<file path="config.mk">
export PLATFORM = sky130hd
export DESIGN_NAME = pacman_core
export DESIGN_NICKNAME = d
export VERILOG_FILES = /design/src/hw/game_pkg.sv /design/src/hw/maze_pkg.sv /design/src/hw/game_ctrl.sv /design/src/hw/ghost_chaser.sv /design/src/hw/maze_map.sv /design/src/hw/pac_mover.sv /design/src/hw/pacman_core.sv
export SDC_FILE = /design/constraint.sdc
export NUM_CORES = 1
export LEC_CHECK = 0
export BUFFER_PORTS_ARGS = -buffer_cell sky130_fd_sc_hd__buf_2
export CAP_MARGIN = 20
export CELL_PAD_IN_SITES_DETAIL_PLACEMENT = 1
export CELL_PAD_IN_SITES_GLOBAL_PLACEMENT = 1
export CORE_MARGIN = 5
export CORE_UTILIZATION = 40
export CTS_CLUSTER_SIZE = 20
export DETAILED_ROUTE_END_ITERATION = 6
export PLACE_DENSITY = 0.89
export SKIP_LAST_GASP = 1
export SLEW_MARGIN = 20
export SYNTH_ARGS = -nofsm -noshare
export SYNTH_HDL_FRONTEND = slang
export SYNTH_HIERARCHICAL = 1
export SYNTH_SLANG_ARGS = --single-unit
</file>
<file path="constraint.sdc">
create_clock -name vga_pix_clk -period 2.88 [get_ports vga_pix_clk]
set_input_delay 0.144 -clock vga_pix_clk [delete_from_list [all_inputs] [get_ports vga_pix_clk]]
set_output_delay 0.144 -clock vga_pix_clk [all_outputs]
set_load 0.02 [all_outputs]
</file>
<file path="src/hw/game_pkg.sv">
package game_pkg;

  //////////////////////////////
  // Enumerations
  //////////////////////////////

  // Movement direction, same encoding as the sprite logic always used
  typedef enum logic [1:0] {
    up    = 2'd0,
    right = 2'd1,
    left  = 2'd2,
    down  = 2'd3
  } direction_t;

  // Top level game state
  typedef enum logic [1:0] {
    idle   = 2'd0,
    play   = 2'd1,
    caught = 2'd2
  } game_state_t;

  //////////////////////////////
  // Wishbone register map
  //////////////////////////////

  localparam int wb_data_w = 32;
  localparam int wb_adr_w  = 3;

  // Word addresses
  localparam logic [wb_adr_w-1:0] reg_ctrl      = 3'd0;
  localparam logic [wb_adr_w-1:0] reg_pac_dir   = 3'd1;
  localparam logic [wb_adr_w-1:0] reg_pac_pos   = 3'd2;
  localparam logic [wb_adr_w-1:0] reg_ghost_pos = 3'd3;
  localparam logic [wb_adr_w-1:0] reg_status    = 3'd4;

  // Control word, bit 0 starts a game
  localparam int ctrl_start_bit = 0;

  // Direction word, 2 bit field at the bottom
  localparam int pac_dir_lsb = 0;

  // Position word: x low half, y high half
  localparam int pos_x_lsb = 0;
  localparam int pos_y_lsb = 16;

  // Status word: state in the low bits, score in the upper half
  localparam int stat_state_lsb = 0;
  localparam int stat_score_lsb = 16;
  localparam int score_w        = 16;

endpackage

</file>
<file path="src/hw/maze_pkg.sv">
package maze_pkg;

  //////////////////////////////
  // Tile geometry
  //////////////////////////////

  // Tiles are square, 8 pixels a side
  localparam int tile_size  = 8;
  localparam int tile_shift = 3;

  // Play area is 32 x 36 tiles, i.e. 256 x 288 pixels
  localparam int map_cols = 32;
  localparam int map_rows = 36;

  // Pixel coordinate width, 288 rows need 9 bits
  localparam int coord_w = 9;

  // Tile index width, one spare bit so col + 1 / row + 1 never wraps
  localparam int tile_w = coord_w - tile_shift + 1;

  //////////////////////////////
  // Start positions
  //////////////////////////////

  // Player at tile (16, 25)
  localparam logic [coord_w-1:0] pac_start_x = 9'(16 * tile_size);
  localparam logic [coord_w-1:0] pac_start_y = 9'(25 * tile_size);

  // Ghost at tile (12, 14)
  localparam logic [coord_w-1:0] ghost_start_x = 9'(12 * tile_size);
  localparam logic [coord_w-1:0] ghost_start_y = 9'(14 * tile_size);

  // Sprites closer than this on both axes count as a catch
  localparam int catch_dist = 4;

  // Wall rule: border ring, plus a pillar wherever col and row are both 2 mod 4
  // Anything outside the map is solid too
  function automatic logic tile_is_wall(input logic [tile_w-1:0] col,
                                        input logic [tile_w-1:0] row);
    logic outside;
    logic border;
    logic pillar;
    outside = (col >= map_cols) || (row >= map_rows);
    border  = (col == 0) || (col == map_cols - 1) || (row == 0) || (row == map_rows - 1);
    pillar  = (col[1:0] == 2'd2) && (row[1:0] == 2'd2);
    return outside || border || pillar;
  endfunction

endpackage

</file>
<file path="src/hw/game_ctrl.sv">
`timescale 1ns/100ps

module game_ctrl (
  input  logic                            vga_pix_clk,
  input  logic                            rst,
  input  logic                            frame_stb,
  // Wishbone classic slave
  input  logic                            wb_cyc,
  input  logic                            wb_stb,
  input  logic                            wb_we,
  input  logic [game_pkg::wb_adr_w-1:0]   wb_adr,
  input  logic [game_pkg::wb_data_w-1:0]  wb_dat_w,
  output logic [game_pkg::wb_data_w-1:0]  wb_dat_r,
  output logic                            wb_ack,
  // Sprite positions
  input  logic [maze_pkg::coord_w-1:0]    pac_x,
  input  logic [maze_pkg::coord_w-1:0]    pac_y,
  input  logic [maze_pkg::coord_w-1:0]    ghost_x,
  input  logic [maze_pkg::coord_w-1:0]    ghost_y,
  // Mover controls
  output logic                            move_tick,
  output logic                            load,
  output game_pkg::direction_t            pac_dir
);

  game_pkg::game_state_t state;

  logic [game_pkg::score_w-1:0]   score;
  logic [game_pkg::wb_data_w-1:0] rd_word;

  // Set once a strobe has been served, until the master drops it
  logic req_done;
  logic req_accept;
  logic wr_ctrl;
  logic wr_dir;
  logic wr_start;

  logic [maze_pkg::coord_w-1:0] dx;
  logic [maze_pkg::coord_w-1:0] dy;
  logic catch_hit;

  //////////////////////////////
  // Bus decode
  //////////////////////////////

  // New request: strobe up, no ack in flight, not already answered
  assign req_accept = wb_cyc && wb_stb && !wb_ack && !req_done;

  assign wr_ctrl  = req_accept && wb_we && (wb_adr == game_pkg::reg_ctrl);
  assign wr_dir   = req_accept && wb_we && (wb_adr == game_pkg::reg_pac_dir);
  assign wr_start = wr_ctrl && wb_dat_w[game_pkg::ctrl_start_bit];

  // Movers reload on the same edge the ack goes out
  assign load = wr_start;

  // Frames only count as moves while playing
  assign move_tick = frame_stb && (state == game_pkg::play);

  // Single ack per strobe
  always_ff @(posedge vga_pix_clk) begin
    if (rst) begin
      wb_ack   <= 1'b0;
      req_done <= 1'b0;
    end else begin
      wb_ack   <= req_accept;
      req_done <= wb_cyc && wb_stb && (req_done || req_accept);
    end
  end

  // Read mux
  always_comb begin
    rd_word = '0;
    case (wb_adr)
      game_pkg::reg_pac_pos: begin
        rd_word[game_pkg::pos_x_lsb +: maze_pkg::coord_w] = pac_x;
        rd_word[game_pkg::pos_y_lsb +: maze_pkg::coord_w] = pac_y;
      end
      game_pkg::reg_ghost_pos: begin
        rd_word[game_pkg::pos_x_lsb +: maze_pkg::coord_w] = ghost_x;
        rd_word[game_pkg::pos_y_lsb +: maze_pkg::coord_w] = ghost_y;
      end
      game_pkg::reg_status: begin
        rd_word[game_pkg::stat_state_lsb +: $bits(game_pkg::game_state_t)] = state;
        rd_word[game_pkg::stat_score_lsb +: game_pkg::score_w] = score;
      end
      default: rd_word = '0;
    endcase
  end

  // Captured with the ack, stays put while ack is high
  always_ff @(posedge vga_pix_clk) begin
    if (req_accept) begin
      wb_dat_r <= rd_word;
    end
  end

  // Host steering, left until told otherwise
  always_ff @(posedge vga_pix_clk) begin
    if (rst) begin
      pac_dir <= game_pkg::left;
    end else if (wr_dir) begin
      pac_dir <= game_pkg::direction_t'(wb_dat_w[game_pkg::pac_dir_lsb +: 2]);
    end
  end

  //////////////////////////////
  // Catch check
  //////////////////////////////

  // Absolute distance on each axis
  always_comb begin
    if (pac_x >= ghost_x) begin
      dx = pac_x - ghost_x;
    end else begin
      dx = ghost_x - pac_x;
    end
    if (pac_y >= ghost_y) begin
      dy = pac_y - ghost_y;
    end else begin
      dy = ghost_y - pac_y;
    end
  end

  assign catch_hit = (dx < maze_pkg::catch_dist) && (dy < maze_pkg::catch_dist);

  //////////////////////////////
  // Game FSM and score
  //////////////////////////////

  // Start wins from any state; a catch only ends a running game
  always_ff @(posedge vga_pix_clk) begin
    if (rst) begin
      state <= game_pkg::idle;
    end else if (wr_start) begin
      state <= game_pkg::play;
    end else if ((state == game_pkg::play) && catch_hit) begin
      state <= game_pkg::caught;
    end
  end

  // Frames survived
  always_ff @(posedge vga_pix_clk) begin
    if (rst || wr_start) begin
      score <= '0;
    end else if (move_tick) begin
      score <= score + 1'b1;
    end
  end

endmodule

</file>
<file path="src/hw/ghost_chaser.sv">
`timescale 1ns/100ps

module ghost_chaser (
  input  logic                         vga_pix_clk,
  input  logic                         rst,
  input  logic                         move_tick,
  input  logic                         load,
  input  logic [maze_pkg::coord_w-1:0] pac_x,
  input  logic [maze_pkg::coord_w-1:0] pac_y,
  input  logic                         open_up,
  input  logic                         open_down,
  input  logic                         open_left,
  input  logic                         open_right,
  output logic [maze_pkg::coord_w-1:0] x,
  output logic [maze_pkg::coord_w-1:0] y
);

  game_pkg::direction_t want_dir;
  game_pkg::direction_t cur_dir;

  // One extra bit so the +4 bias cannot overflow
  logic [maze_pkg::coord_w:0] pac_x_b;
  logic [maze_pkg::coord_w:0] pac_y_b;
  logic [maze_pkg::coord_w:0] x_e;
  logic [maze_pkg::coord_w:0] y_e;

  logic x_aligned;
  logic y_aligned;
  logic want_ok;
  logic cur_ok;

  // Target the player's sprite centre rather than its corner
  assign pac_x_b = {1'b0, pac_x} + 10'd4;
  assign pac_y_b = {1'b0, pac_y} + 10'd4;
  assign x_e     = {1'b0, x};
  assign y_e     = {1'b0, y};

  assign x_aligned = (x[maze_pkg::tile_shift-1:0] == '0);
  assign y_aligned = (y[maze_pkg::tile_shift-1:0] == '0);

  //////////////////////////////
  // Chase choice
  //////////////////////////////

  // Horizontal gap first, then vertical; hold when lined up
  always_ff @(posedge vga_pix_clk) begin
    if (rst || load) begin
      want_dir <= game_pkg::right;
    end else if (pac_x_b < x_e) begin
      want_dir <= game_pkg::left;
    end else if (pac_x_b > x_e) begin
      want_dir <= game_pkg::right;
    end else if (pac_y_b < y_e) begin
      want_dir <= game_pkg::up;
    end else if (pac_y_b > y_e) begin
      want_dir <= game_pkg::down;
    end
  end

  // Same open + alignment test, once for the wanted and once for the current direction
  always_comb begin
    case (want_dir)
      game_pkg::up:    want_ok = open_up && x_aligned;
      game_pkg::down:  want_ok = open_down && x_aligned;
      game_pkg::left:  want_ok = open_left && y_aligned;
      game_pkg::right: want_ok = open_right && y_aligned;
      default:         want_ok = 1'b0;
    endcase
    case (cur_dir)
      game_pkg::up:    cur_ok = open_up && x_aligned;
      game_pkg::down:  cur_ok = open_down && x_aligned;
      game_pkg::left:  cur_ok = open_left && y_aligned;
      game_pkg::right: cur_ok = open_right && y_aligned;
      default:         cur_ok = 1'b0;
    endcase
  end

  //////////////////////////////
  // Turn and step
  //////////////////////////////

  // Turn only once the wanted way is actually walkable
  always_ff @(posedge vga_pix_clk) begin
    if (rst || load) begin
      cur_dir <= game_pkg::right;
    end else if (want_ok) begin
      cur_dir <= want_dir;
    end
  end

  // Blocked ghost just waits for a turn
  always_ff @(posedge vga_pix_clk) begin
    if (rst || load) begin
      x <= maze_pkg::ghost_start_x;
      y <= maze_pkg::ghost_start_y;
    end else if (move_tick && cur_ok) begin
      case (cur_dir)
        game_pkg::up:    y <= y - 1'b1;
        game_pkg::down:  y <= y + 1'b1;
        game_pkg::left:  x <= x - 1'b1;
        game_pkg::right: x <= x + 1'b1;
        default: begin
          x <= x;
          y <= y;
        end
      endcase
    end
  end

endmodule

</file>
<file path="src/hw/maze_map.sv">
`timescale 1ns/100ps

module maze_map (
  input  logic [maze_pkg::coord_w-1:0] x,
  input  logic [maze_pkg::coord_w-1:0] y,
  output logic                         open_up,
  output logic                         open_down,
  output logic                         open_left,
  output logic                         open_right
);

  // One pixel back on each axis, wraps to 511 at 0 which lands off the map
  logic [maze_pkg::coord_w-1:0] x_m1;
  logic [maze_pkg::coord_w-1:0] y_m1;

  // Tile indices of the sprite and of its four neighbours
  logic [maze_pkg::tile_w-1:0] col;
  logic [maze_pkg::tile_w-1:0] row;
  logic [maze_pkg::tile_w-1:0] col_left;
  logic [maze_pkg::tile_w-1:0] col_right;
  logic [maze_pkg::tile_w-1:0] row_up;
  logic [maze_pkg::tile_w-1:0] row_down;

  assign x_m1 = x - 1'b1;
  assign y_m1 = y - 1'b1;

  // Divide by tile size, zero extended by one bit
  assign col      = {1'b0, x[maze_pkg::coord_w-1:maze_pkg::tile_shift]};
  assign row      = {1'b0, y[maze_pkg::coord_w-1:maze_pkg::tile_shift]};
  assign col_left = {1'b0, x_m1[maze_pkg::coord_w-1:maze_pkg::tile_shift]};
  assign row_up   = {1'b0, y_m1[maze_pkg::coord_w-1:maze_pkg::tile_shift]};

  // Next tile over; spare bit keeps 63 + 1 from wrapping to 0
  assign col_right = col + 1'b1;
  assign row_down  = row + 1'b1;

  //////////////////////////////
  // Neighbour lookups
  //////////////////////////////

  // Alignment is the mover's job, only the tile is checked here
  assign open_up    = !maze_pkg::tile_is_wall(col, row_up);
  assign open_down  = !maze_pkg::tile_is_wall(col, row_down);
  assign open_left  = !maze_pkg::tile_is_wall(col_left, row);
  assign open_right = !maze_pkg::tile_is_wall(col_right, row);

endmodule

</file>
<file path="src/hw/pac_mover.sv">
`timescale 1ns/100ps

module pac_mover (
  input  logic                         vga_pix_clk,
  input  logic                         rst,
  input  logic                         move_tick,
  input  logic                         load,
  input  game_pkg::direction_t         pac_dir,
  input  logic                         open_up,
  input  logic                         open_down,
  input  logic                         open_left,
  input  logic                         open_right,
  output logic [maze_pkg::coord_w-1:0] x,
  output logic [maze_pkg::coord_w-1:0] y
);

  logic x_aligned;
  logic y_aligned;
  logic step_ok;

  // On the tile grid when the sub-tile bits are zero
  assign x_aligned = (x[maze_pkg::tile_shift-1:0] == '0);
  assign y_aligned = (y[maze_pkg::tile_shift-1:0] == '0);

  //////////////////////////////
  // Step permission
  //////////////////////////////

  // Vertical moves need x on the grid, horizontal ones need y on it
  always_comb begin
    case (pac_dir)
      game_pkg::up:    step_ok = open_up && x_aligned;
      game_pkg::down:  step_ok = open_down && x_aligned;
      game_pkg::left:  step_ok = open_left && y_aligned;
      game_pkg::right: step_ok = open_right && y_aligned;
      default:         step_ok = 1'b0;
    endcase
  end

  //////////////////////////////
  // Position register
  //////////////////////////////

  // One pixel per tick, otherwise hold
  always_ff @(posedge vga_pix_clk) begin
    if (rst || load) begin
      x <= maze_pkg::pac_start_x;
      y <= maze_pkg::pac_start_y;
    end else if (move_tick && step_ok) begin
      case (pac_dir)
        game_pkg::up:    y <= y - 1'b1;
        game_pkg::down:  y <= y + 1'b1;
        game_pkg::left:  x <= x - 1'b1;
        game_pkg::right: x <= x + 1'b1;
        default: begin
          x <= x;
          y <= y;
        end
      endcase
    end
  end

endmodule

</file>
<file path="src/hw/pacman_core.sv">
`timescale 1ns/100ps

module pacman_core (
  input  logic                           vga_pix_clk,
  input  logic                           rst,
  input  logic                           frame_stb,
  // Wishbone classic slave
  input  logic                           wb_cyc,
  input  logic                           wb_stb,
  input  logic                           wb_we,
  input  logic [game_pkg::wb_adr_w-1:0]  wb_adr,
  input  logic [game_pkg::wb_data_w-1:0] wb_dat_w,
  output logic [game_pkg::wb_data_w-1:0] wb_dat_r,
  output logic                           wb_ack,
  // Positions for the drawing stage
  output logic [maze_pkg::coord_w-1:0]   pac_x,
  output logic [maze_pkg::coord_w-1:0]   pac_y,
  output logic [maze_pkg::coord_w-1:0]   ghost_x,
  output logic [maze_pkg::coord_w-1:0]   ghost_y
);

  logic                 move_tick;
  logic                 load;
  game_pkg::direction_t pac_dir;

  // Neighbour flags, one set per sprite
  logic pac_open_up;
  logic pac_open_down;
  logic pac_open_left;
  logic pac_open_right;
  logic ghost_open_up;
  logic ghost_open_down;
  logic ghost_open_left;
  logic ghost_open_right;

  //////////////////////////////
  // Control
  //////////////////////////////

  game_ctrl game_ctrl_i (
    .vga_pix_clk (vga_pix_clk),
    .rst         (rst),
    .frame_stb   (frame_stb),
    .wb_cyc      (wb_cyc),
    .wb_stb      (wb_stb),
    .wb_we       (wb_we),
    .wb_adr      (wb_adr),
    .wb_dat_w    (wb_dat_w),
    .wb_dat_r    (wb_dat_r),
    .wb_ack      (wb_ack),
    .pac_x       (pac_x),
    .pac_y       (pac_y),
    .ghost_x     (ghost_x),
    .ghost_y     (ghost_y),
    .move_tick   (move_tick),
    .load        (load),
    .pac_dir     (pac_dir)
  );

  //////////////////////////////
  // Player
  //////////////////////////////

  maze_map pac_map_i (
    .x          (pac_x),
    .y          (pac_y),
    .open_up    (pac_open_up),
    .open_down  (pac_open_down),
    .open_left  (pac_open_left),
    .open_right (pac_open_right)
  );

  pac_mover pac_mover_i (
    .vga_pix_clk (vga_pix_clk),
    .rst         (rst),
    .move_tick   (move_tick),
    .load        (load),
    .pac_dir     (pac_dir),
    .open_up     (pac_open_up),
    .open_down   (pac_open_down),
    .open_left   (pac_open_left),
    .open_right  (pac_open_right),
    .x           (pac_x),
    .y           (pac_y)
  );

  //////////////////////////////
  // Ghost
  //////////////////////////////

  maze_map ghost_map_i (
    .x          (ghost_x),
    .y          (ghost_y),
    .open_up    (ghost_open_up),
    .open_down  (ghost_open_down),
    .open_left  (ghost_open_left),
    .open_right (ghost_open_right)
  );

  // Chases the player position directly
  ghost_chaser ghost_chaser_i (
    .vga_pix_clk (vga_pix_clk),
    .rst         (rst),
    .move_tick   (move_tick),
    .load        (load),
    .pac_x       (pac_x),
    .pac_y       (pac_y),
    .open_up     (ghost_open_up),
    .open_down   (ghost_open_down),
    .open_left   (ghost_open_left),
    .open_right  (ghost_open_right),
    .x           (ghost_x),
    .y           (ghost_y)
  );

endmodule

</file>
==> results of run 1 <==
[stage by stage]
step                      area [um^2]  worst slack [ps]  TNS, ps
after floorplan                  7560              59.5        0
after global placement           8470               139        0
after detailed placement         8470              29.4        0
after CTS                        8770             -22.8    -22.8
after global routing             8850             -69.1     -203
final                            8850              24.7        0
[cells in the mapped netlist, drive strengths merged, types with 24 or more instances]
cell type,n
o21ai,32
nor2,80
dfxtp,62
inv,76
edfxtp,25
xor2,40
nand3,24
nand2,56
ha,89
nor3,25
a21oi,55
mux2i,29
[cells by family after synthesis]
group                    Yosys count
XOR/XNOR                          60
AND/OR/NAND/NOR                  288
buffers and inverters            106
flip-flops                        87
multiplexers                      33
other                              1
AO/OA/AOI/OAI                    212
adder cells (fa/ha/maj)           93
[sequential cells by signal (all words and copies together), names as in the netlist]
signal / cells
game_ctrl_i/pac_dir: 2
game_ctrl_i/req_done: 1
game_ctrl_i/score: 16
game_ctrl_i/state: 2
game_ctrl_i/wb_ack: 1
game_ctrl_i/wb_dat_r: 25
ghost_chaser_i/cur_dir: 2
ghost_chaser_i/want_dir: 2
ghost_chaser_i/x: 9
ghost_chaser_i/y: 9
pac_mover_i/x: 9
pac_mover_i/y: 9
[power by group through the flow]
stage          Clock, uW  Combinational, uW  Sequential [uW]
2_1_floorplan          0               90.1             1330
3_3_place_gp           0                155             1310
3_5_place_dp           0                160             1310
4_1_cts             1220                161             1280
5_1_grt             1260                175             1280
6_report            1180                162             1280
[timing repair]
item,in CTS,in global routing
pin swaps,5,5
hold endpoints to repair,0,0
hold buffers,0,0
gates resized for setup,1,12
setup buffers,1,3
setup endpoints to repair,2,10
[routing by layer]
| metal | share of wire [%] | vias to the layer above | track usage (%) | routed length, um |
|---|---|---|---|---|
| li1 | - | 3407 | - | - |
| met1 | 43 | 3553 | 26.0 | 10300 |
| met2 | 50 | 178 | 39.3 | 12100 |
| met3 | 3.7 | 50 | 3.18 | 885 |
| met4 | 2.8 | 0 | 8.06 | 677 |
| met5 | 0 | - | 0 | 0 |
[worst max-delay path by stage]
| stage | slack (ps) | start | endpoint |
|---|---|---|---|
| detailed placement | 30 | ghost_chaser_i/y[5] | ghost_chaser_i/x[8] |
| CTS | -20 | ghost_chaser_i/y[5] | ghost_chaser_i/x[8] |
| finish | 20 | ghost_chaser_i/y[5] | ghost_chaser_i/y[7] |
| global route | -70 | ghost_chaser_i/y[0] | ghost_chaser_i/x[7] |
| floorplan | 60 | ghost_chaser_i/y[5] | ghost_chaser_i/x[7] |
| global placement | 140 | ghost_chaser_i/y[5] | ghost_chaser_i/x[8] |
[worst max-delay path: stages, from the launching register on]
cell	delay, ps
dfxtp_1	310
or3_4	410
a21o_1	160
a211o_1	290
nor3_2	240
a22o_1	190
nand4b_1	210
a21o_1	290
or4b_4	550
o311ai_2	90
[final cells by class]
| class | count | share of cell area, % |
|---|---|---|
| multi-input cells | 693 | 58.6 |
| clock inverters | 5 | 0.679 |
| flip-flops and latches | 87 | 22.5 |
| clock buffers | 11 | 2.63 |
| well taps | 234 | 3.31 |
| inverters | 76 | 3.22 |
| repair buffers | 130 | 8.99 |
==> results_dict.tcl, run 1 <==
set metrics [dict create \
    outcome "complete, no violations" \
    synth_compound_area_share_pct 19.7 \
    ys.flop_type "dfxtp_1" \
    synthAdderAreaFrac_pct 15.8 \
    pwr-share-seq_pct 48.8 \
    reg2reg_from "ghost_chaser_i/y[5]" \
    wirelength_um 23900 \
    layout_commonest_cell "ha_1" \
    rsz0062_at_grt "yes" \
    cts_root_buffer "clkbuf_16" \
    setup_violations 0 \
    syn_area_per_cell_um2 8.57 \
    slew_headroom_pct 40.9 \
    area.sequential_mm2 0.00199 \
    intPower_uw 2000 \
    synth-edff-count 25 \
    drv_slew 0 \
    syn_inst 880 \
    cp.required_ps 3150 \
    numPlacedInstances 1216 \
    overflow 0 \
    cp_max_fo 4 \
    power_leakage_uw 0.00391 \
    via_per_inst 5.82 \
    ys_seq_elements 87 \
    syn_to_final_growth_pct 17.4 \
    hold_viol 0 \
    swShare_pct 23.9 \
    clkTransAtPathRegs_ps 70 \
    clkLatencyLatePin_ps 360 \
    ant_nets 0 \
    endpoint_kind "register" \
    whs_ps 44.3 \
    tightest_slew_ps 883 \
    cts_buffers 9 \
    portBuffers 72 \
    pin_count 110 \
    max_cap_violations 0 \
    grt_pass1_vias 7565 \
    gp_congestion 0.868 \
    nNetsFinal 1131 \
    cts_tree "done" \
    hp-start "wb_stb" \
    yosys.area.top_type "dfxtp_1" \
    layout_common_cells "89 x ha_1, 80 x nor2_1, 76 x inv_1" \
    finalClockSkew_ps 5.37 \
    num_vias 7188 \
    r2r_end "ghost_chaser_i/y[7]" \
    r2r_slack_ps 20 \
    crit_type "reg2reg" \
    reg2reg_depth 9 \
    period_share_pct 99.1 \
    ys_seq_area_share_pct 26.4 \
    irDropWorstVdd_mv 0.281 \
    hp-class "in2reg" \
    drc 0 \
    synth_top_family_by_area "simple AND/OR/NAND/NOR gates" \
    switching_power_uw 628 \
    core-area_mm2 0.0186 \
    synth_top_area_share_pct 16.5 \
    n_antenna_cell 0 \
    max_freq_ghz 0.350 \
    clockBufferDepth 2 \
    post_drt_wl_per_cell_um 19.4 \
    antenna_found_initial 0 \
    p_clk_share_pct 45.0 \
    drive_above_1_share_pct 18.5 \
    yosysUniqueCellTypes 85 \
    die_h_um 147 \
    cp.arrival_ps 3120 \
    combinationalPowerShare_pct 6.2 \
    grt_start_max_net_pins 26 \
    initial_core_util_pct 40.4 \
    clock_sinks 87 \
    holdPathStages 3 \
    min_to "game_ctrl_i/req_done" \
    multi_input_area_mm2 0.00519 \
    synthMuxAreaShare_pct 4.50 \
    fin_util_pct 47.5 \
    fillers 2264 \
    grt_pass1_wl_um 38300 \
    fin_cells 1236 \
    fp-row-count 50 \
    synth_xor_xnor_area_share_pct 6.97 \
    grt_use_total_pct 21.7 \
    synth_area_leaders "dfxtp_1 16%, ha_1 15%, edfxtp_1 10%" \
    syn_area_mm2 0.00754 \
    fin_crit_ps 2860 \
    first_pass_iters 5 \
    dp_hpwl_um 18300 \
    dieArea_mm2 0.0217 \
    async_reset_ff_share_pct 0 \
    yosys.area_share.simple_pct 20.7 \
    cts_htree_levels 3 \
    first_iter_violations 322 \
    yosys_warnings 6 \
    cellPowerDensity_mw_per_mm2 297 \
    die_w_um 147 \
    power.total_uw 2620 \
    startpoint_type "register" \
]
No activity file was read; power rests on OpenSTA's default activity.
==> inputs of run 2 (changes only) <==
Clock period 2.88 ns to 2.4 ns, I/O delays scaled along.
==> run 2 against run 1 <==
The run now ends with negative setup slack left. Sequential cell count stayed put. Design area is 18% higher. Clock skew is 11 ps higher. Clock power is 27% higher. Combinational power is 50% higher. Critical path depth is 3 higher. Sequential power is 19% higher. Largest cell class unchanged.
==> results_dict.tcl, run 2 (synthesis results as in run 1) <==
set metrics [dict create \
    outcome "complete, but fails checks" \
    violations "negative setup slack" \
    max_stage_delay_ps 600 \
    cts_tree "done" \
    fin_crit_ps 3110 \
    overflow 0 \
    dp_hpwl_um 21900 \
    layout_common_cells "164 x buf_4, 78 x ha_1, 73 x inv_1" \
    place_area_mm2 0.00938 \
    cp.required_ps 2670 \
    crit_buf_inv 4 \
    ant_nets 0 \
    cp.arrival_ps 3380 \
    clockBufferDepth 2 \
    dieArea_mm2 0.0217 \
    timing.setup.tns_ps -12130 \
    setup_violations 30 \
    initial_core_util_pct 40.4 \
    crit_chain "buf_4, o31ai_1, o21ai_0, nor3b_1, nor4b_4, a32oi_2, buf_4, a21oi_2, buf_6, buf_6, xnor2_2, nor2_2" \
    hold_viol 0 \
    fin_cells 1363 \
    num_vias 8717 \
    core-area_mm2 0.0186 \
    whs_ps 23.4 \
    antenna_found_initial 0 \
    grt_start_max_net_pins 20 \
    via_per_inst 6.40 \
    p_clk_share_pct 46.0 \
    die_w_um 147 \
    pwr-share-seq_pct 46.5 \
    dp_slack_ps -300 \
    irDropWorstVdd_mv 0.350 \
    cts_htree_levels 3 \
    rsz0062_at_grt "yes" \
    portBuffers 72 \
    clkTransAtPathRegs_ps 80 \
    grt_use_total_pct 29.5 \
    largest-register "game_ctrl_i/wb_dat_r" \
    clock_sinks 87 \
    crit_type "reg2reg" \
    pin_count 110 \
    switching_power_uw 934 \
    drive_above_1_share_pct 37.5 \
    cp_max_fo 7 \
    swShare_pct 28.7 \
    first_pass_iters 5 \
    drv_slew 0 \
    max_freq_ghz 0.321 \
    reg.largest.list "game_ctrl_i/wb_dat_r (25), game_ctrl_i/score (16)" \
    clkLatencyLatePin_ps 380 \
    layout_commonest_cell "buf_4" \
    die_h_um 147 \
    wirelength_um 37200 \
    r2r_slack_ps -710 \
    combinationalPowerShare_pct 7.5 \
    design_area_mm2 0.0105 \
    path_delay_family "compound AO/OA/AOI/OAI gates" \
    nNetsFinal 1257 \
    timing.critical_path.slowest_stage_cell "o31ai_1" \
    fp-row-count 50 \
    power_leakage_uw 0.00468 \
    post_drt_wl_per_cell_um 27.3 \
    max_cap_violations 0 \
    grt_pass1_wl_um 50500 \
    grt_pass1_vias 9129 \
    intPower_uw 2330 \
    endpoint_kind "register" \
    finalClockSkew_ps 16.2 \
    cellPowerDensity_mw_per_mm2 311 \
    gp_congestion 0.916 \
    finalWorstSetupSlack_ps -711 \
    startpoint_type "register" \
    tightest_slew_ps 710 \
    largest_register_ffs 25 \
    slew_headroom_pct 52.2 \
    cts_root_buffer "clkbuf_16" \
    period_share_pct 130 \
    drc 0 \
    numPlacedInstances 1321 \
    syn_to_final_growth_pct 38.9 \
    hp-class "in2reg" \
    first_iter_violations 776 \
    cts_buffers 9 \
]
==> run 2: metal layers <==
metal  vias to the layer above  track usage, %  wire, um
met2                       533            53.3     18200
met3                       253            5.58      2640
met5                         -               0         0
met1                      4260            31.4     13200
li1                       3671               -         -
met4                         0            18.9      3130
==> run 2: final cells by class <==
class / count / area [um^2]
Fill cell: 2158 / 8170
Multi-Input combinational cell: 693 / 5660
Sequential cell: 87 / 2080
Timing Repair Buffer: 256 / 1850
Tap cell: 234 / 293
Inverter: 76 / 285
Clock buffer: 9 / 225
Clock inverter: 7 / 73.8
Antenna cell: 1 / 2.50
==> run 2: what timing repair did <==
| action | CTS | global route |
|---|---|---|
| hold buffers | 1 | 0 |
| endpoints found under the setup margin | 29 | 40 |
| gates cloned | 0 | 1 |
| buffers inserted | 9 | 15 |
| gates resized for setup | 56 | 89 |
| pin swaps | 28 | 33 |
| endpoints found under the hold margin | 1 | 0 |
==> run 2: final timing paths <==
| path | startpoint | end | cells past startpoint |
|---|---|---|---|
| setup / recovery | ghost_chaser_i/y[1] | ghost_chaser_i/y[0] | 12 |
| setup reg to reg | ghost_chaser_i/y[1] | ghost_chaser_i/y[0] | 12 |
| hold / removal | wb_cyc | game_ctrl_i/req_done | 3 |
| hold reg to reg | game_ctrl_i/state[1] | game_ctrl_i/state[1] | 2 |
==> run 2: stage by stage <==
stage / power, uW / util (%)
floorplan: 1690 / -
global placement: 1760 / 50.3
detailed placement: 1770 / 50.3
CTS: 3210 / 53.4
global route: 3350 / 56.1
finish: 3260 / 56.2
==> run 2: power by group through the flow <==
stage | registers (uW) | clock network, uW | logic (uW)
5_1_grt | 1520 | 1580 | 252
4_1_cts | 1520 | 1470 | 219
3_5_place_dp | 1550 | 0 | 212
2_1_floorplan | 1580 | 0 | 109
6_report | 1520 | 1500 | 243
3_3_place_gp | 1550 | 0 | 203
==> run 2: worst min-delay path, stage by stage <==
cell and delay, ps:
buf_2 100, nand2_1 80, nor3_1 50
==> inputs of run 3 (changes only) <==
Settings changed: CELL_PAD_IN_SITES_DETAIL_PLACEMENT 1 to 2, CELL_PAD_IN_SITES_GLOBAL_PLACEMENT 1 to 2, CORE_UTILIZATION 40 to 32, PLACE_DENSITY 0.89 to 0.86.
==> run 3 against run 2 <==
The flow still finishes with violations (negative setup slack). Power grew 12%. Combinational power increased by 5%. Clock power increased by 25%. Sequential share of layout area decreased by 1.0 points. Hold slack worse by 14 ps. Clock skew shrank 5.4 ps. Design area is 5.6% higher. Cell count increased by 7.6%. Largest power group is now the clock network. Highest routed layer unchanged.
==> results_dict.tcl, run 3 (synthesis results as in run 1) <==
set metrics [dict create \
    reg.largest.list "game_ctrl_i/wb_dat_r (25), game_ctrl_i/score (16)" \
    layout_common_cells "174 x buf_4, 77 x ha_1, 73 x buf_2" \
    setup_violations 38 \
    slew_headroom_pct 16.3 \
    tightest_slew_ps 1250 \
    hold_buffers 0 \
    num_vias 8857 \
    timing.critical_path.slowest_stage_cell "nor3_2" \
    nNetsFinal 1276 \
    numPlacedInstances 1416 \
    rsz0062_at_grt "yes" \
    die_h_um 163 \
    period_share_pct 125 \
    fin_crit_ps 3000 \
    drive_above_1_share_pct 41.2 \
    crit_buf_inv 4 \
    max_stage_delay_ps 430 \
    grt_pass1_vias 9817 \
    max_freq_ghz 0.334 \
    drv_slew 0 \
    path_delay_family "compound AO/OA/AOI/OAI gates" \
    fp-row-count 56 \
    dieArea_mm2 0.0267 \
    cts_buffers 9 \
    cts_tree "done" \
    crit_type "reg2reg" \
    violations "negative setup slack" \
    portBuffers 72 \
    overflow 0 \
    layout_commonest_cell "buf_4" \
    path_common_cell "buf_4" \
    hold_viol 0 \
    grt_start_max_net_pins 26 \
    cp.arrival_ps 3290 \
    max_cap_violations 0 \
    core-area_mm2 0.0233 \
    cp_max_fo 8 \
    crit_chain "buf_4, nor3_2, o221ai_1, a21oi_2, a22o_1, nand4b_1, buf_4, a21boi_4, buf_6, buf_4, nand2_2, a21oi_2" \
    finalClockSkew_ps 10.8 \
    pin_count 110 \
    ant_nets 0 \
    startpoint_type "register" \
    first_iter_violations 627 \
    largest-register "game_ctrl_i/wb_dat_r" \
    wirelength_um 45700 \
    hp-class "in2reg" \
    largest_register_ffs 25 \
    gp_congestion 0.889 \
    clock_sinks 87 \
    fin_cells 1466 \
    dp_hpwl_um 27400 \
    clkTransAtPathRegs_ps 80 \
    clockBufferDepth 2 \
    finalWorstSetupSlack_ps -596 \
    initial_core_util_pct 32.3 \
    outcome "complete, but fails checks" \
    n_antenna_cell 0 \
    cellPowerDensity_mw_per_mm2 331 \
    syn_to_final_growth_pct 46.6 \
    power_leakage_uw 0.00488 \
    grt_use_total_pct 29.2 \
    cp.required_ps 2690 \
    place_area_mm2 0.00961 \
    grt_pass1_wl_um 59500 \
    first_pass_iters 5 \
    post_drt_wl_per_cell_um 31.2 \
    power.total_uw 3650 \
    endpoint_kind "register" \
    via_per_inst 6.04 \
    die_w_um 163 \
    cts_htree_levels 3 \
    irDropWorstVdd_mv 0.403 \
    design_area_mm2 0.0111 \
    clkLatencyLatePin_ps 380 \
    antenna_found_initial 0 \
    drc 0 \
    dp_slack_ps -378 \
    cts_root_buffer "clkbuf_16" \
]
[run 3: cell count changes in the layout (fill, tap and decap cells not counted), moves of 3 or more]
cell	delta
nor4_1	-3
a21oi_2	+5
bufinv_16	+4
buf_6	+3
nand2_1	-5
buf_4	+10
buf_12	+5
a21oi_1	-7
nand2_2	+4
[run 3: worst reg2reg max path, cell delays in order, from the launching register on]
cell and delay (ps):
dfxtp_4 380, buf_4 210, nor3_2 430, o221ai_1 270, a21oi_2 250, a22o_1 200
nand4b_1 200, buf_4 220, a21boi_4 220, buf_6 170, buf_4 120, nand2_2 50
a21oi_2 190
[run 3: what timing repair did]
| item | CTS | global route |
|---|---|---|
| gates resized for setup | 79 | 116 |
| pin swaps | 33 | 49 |
| setup buffers | 14 | 22 |
| endpoints found under the setup margin | 35 | 46 |
| cloned | 1 | 1 |
[run 3: cell type report]
type / instances / area, um^2
fillers: 2497 / 12300
multi-input cells: 693 / 5840
well taps: 319 / 399
clock inverters: 7 / 149
flip-flops and latches: 87 / 2080
repair buffers: 275 / 2070
inverters: 76 / 288
clock buffers: 9 / 225
[run 3: layer usage]
metal,routed length (um),share of wire [%],vias to the layer above,GRT usage (%)
met5,0,0,-,0
met4,3800,8.3,0,15.5
met3,2610,5.7,231,5.98
met2,22900,50,483,55.7
met1,16400,36,4427,29.5
li1,-,-,3716,-
[run 3: path summary, 6_finish.rpt]
kind / from / endpoint / slack [ps] / cells after the start
min reg2reg: game_ctrl_i/req_done / game_ctrl_i/req_done / 540 / 2
min: wb_stb / game_ctrl_i/req_done / 9 / 3
max reg2reg: ghost_chaser_i/x[1] / ghost_chaser_i/x[4] / -600 / 12
max: ghost_chaser_i/x[1] / ghost_chaser_i/x[4] / -600 / 12
[run 3: per-stage QoR]
stage / TNS (ps) / hold WS, ps / util, %
after floorplan: -803 / 192 / -
after global placement: -1690 / 375 / 41.2
after detailed placement: -7230 / 385 / 41.2
after CTS: -5250 / 0.701 / 44.7
after global routing: -12760 / 21.5 / 47.4
final: -11580 / 9.43 / 47.4
[run 3: report_power, final]
part / switching (uW) / internal, uW
Clock: 741 / 1140
Combinational: 176 / 79.4
Sequential: 10.2 / 1510
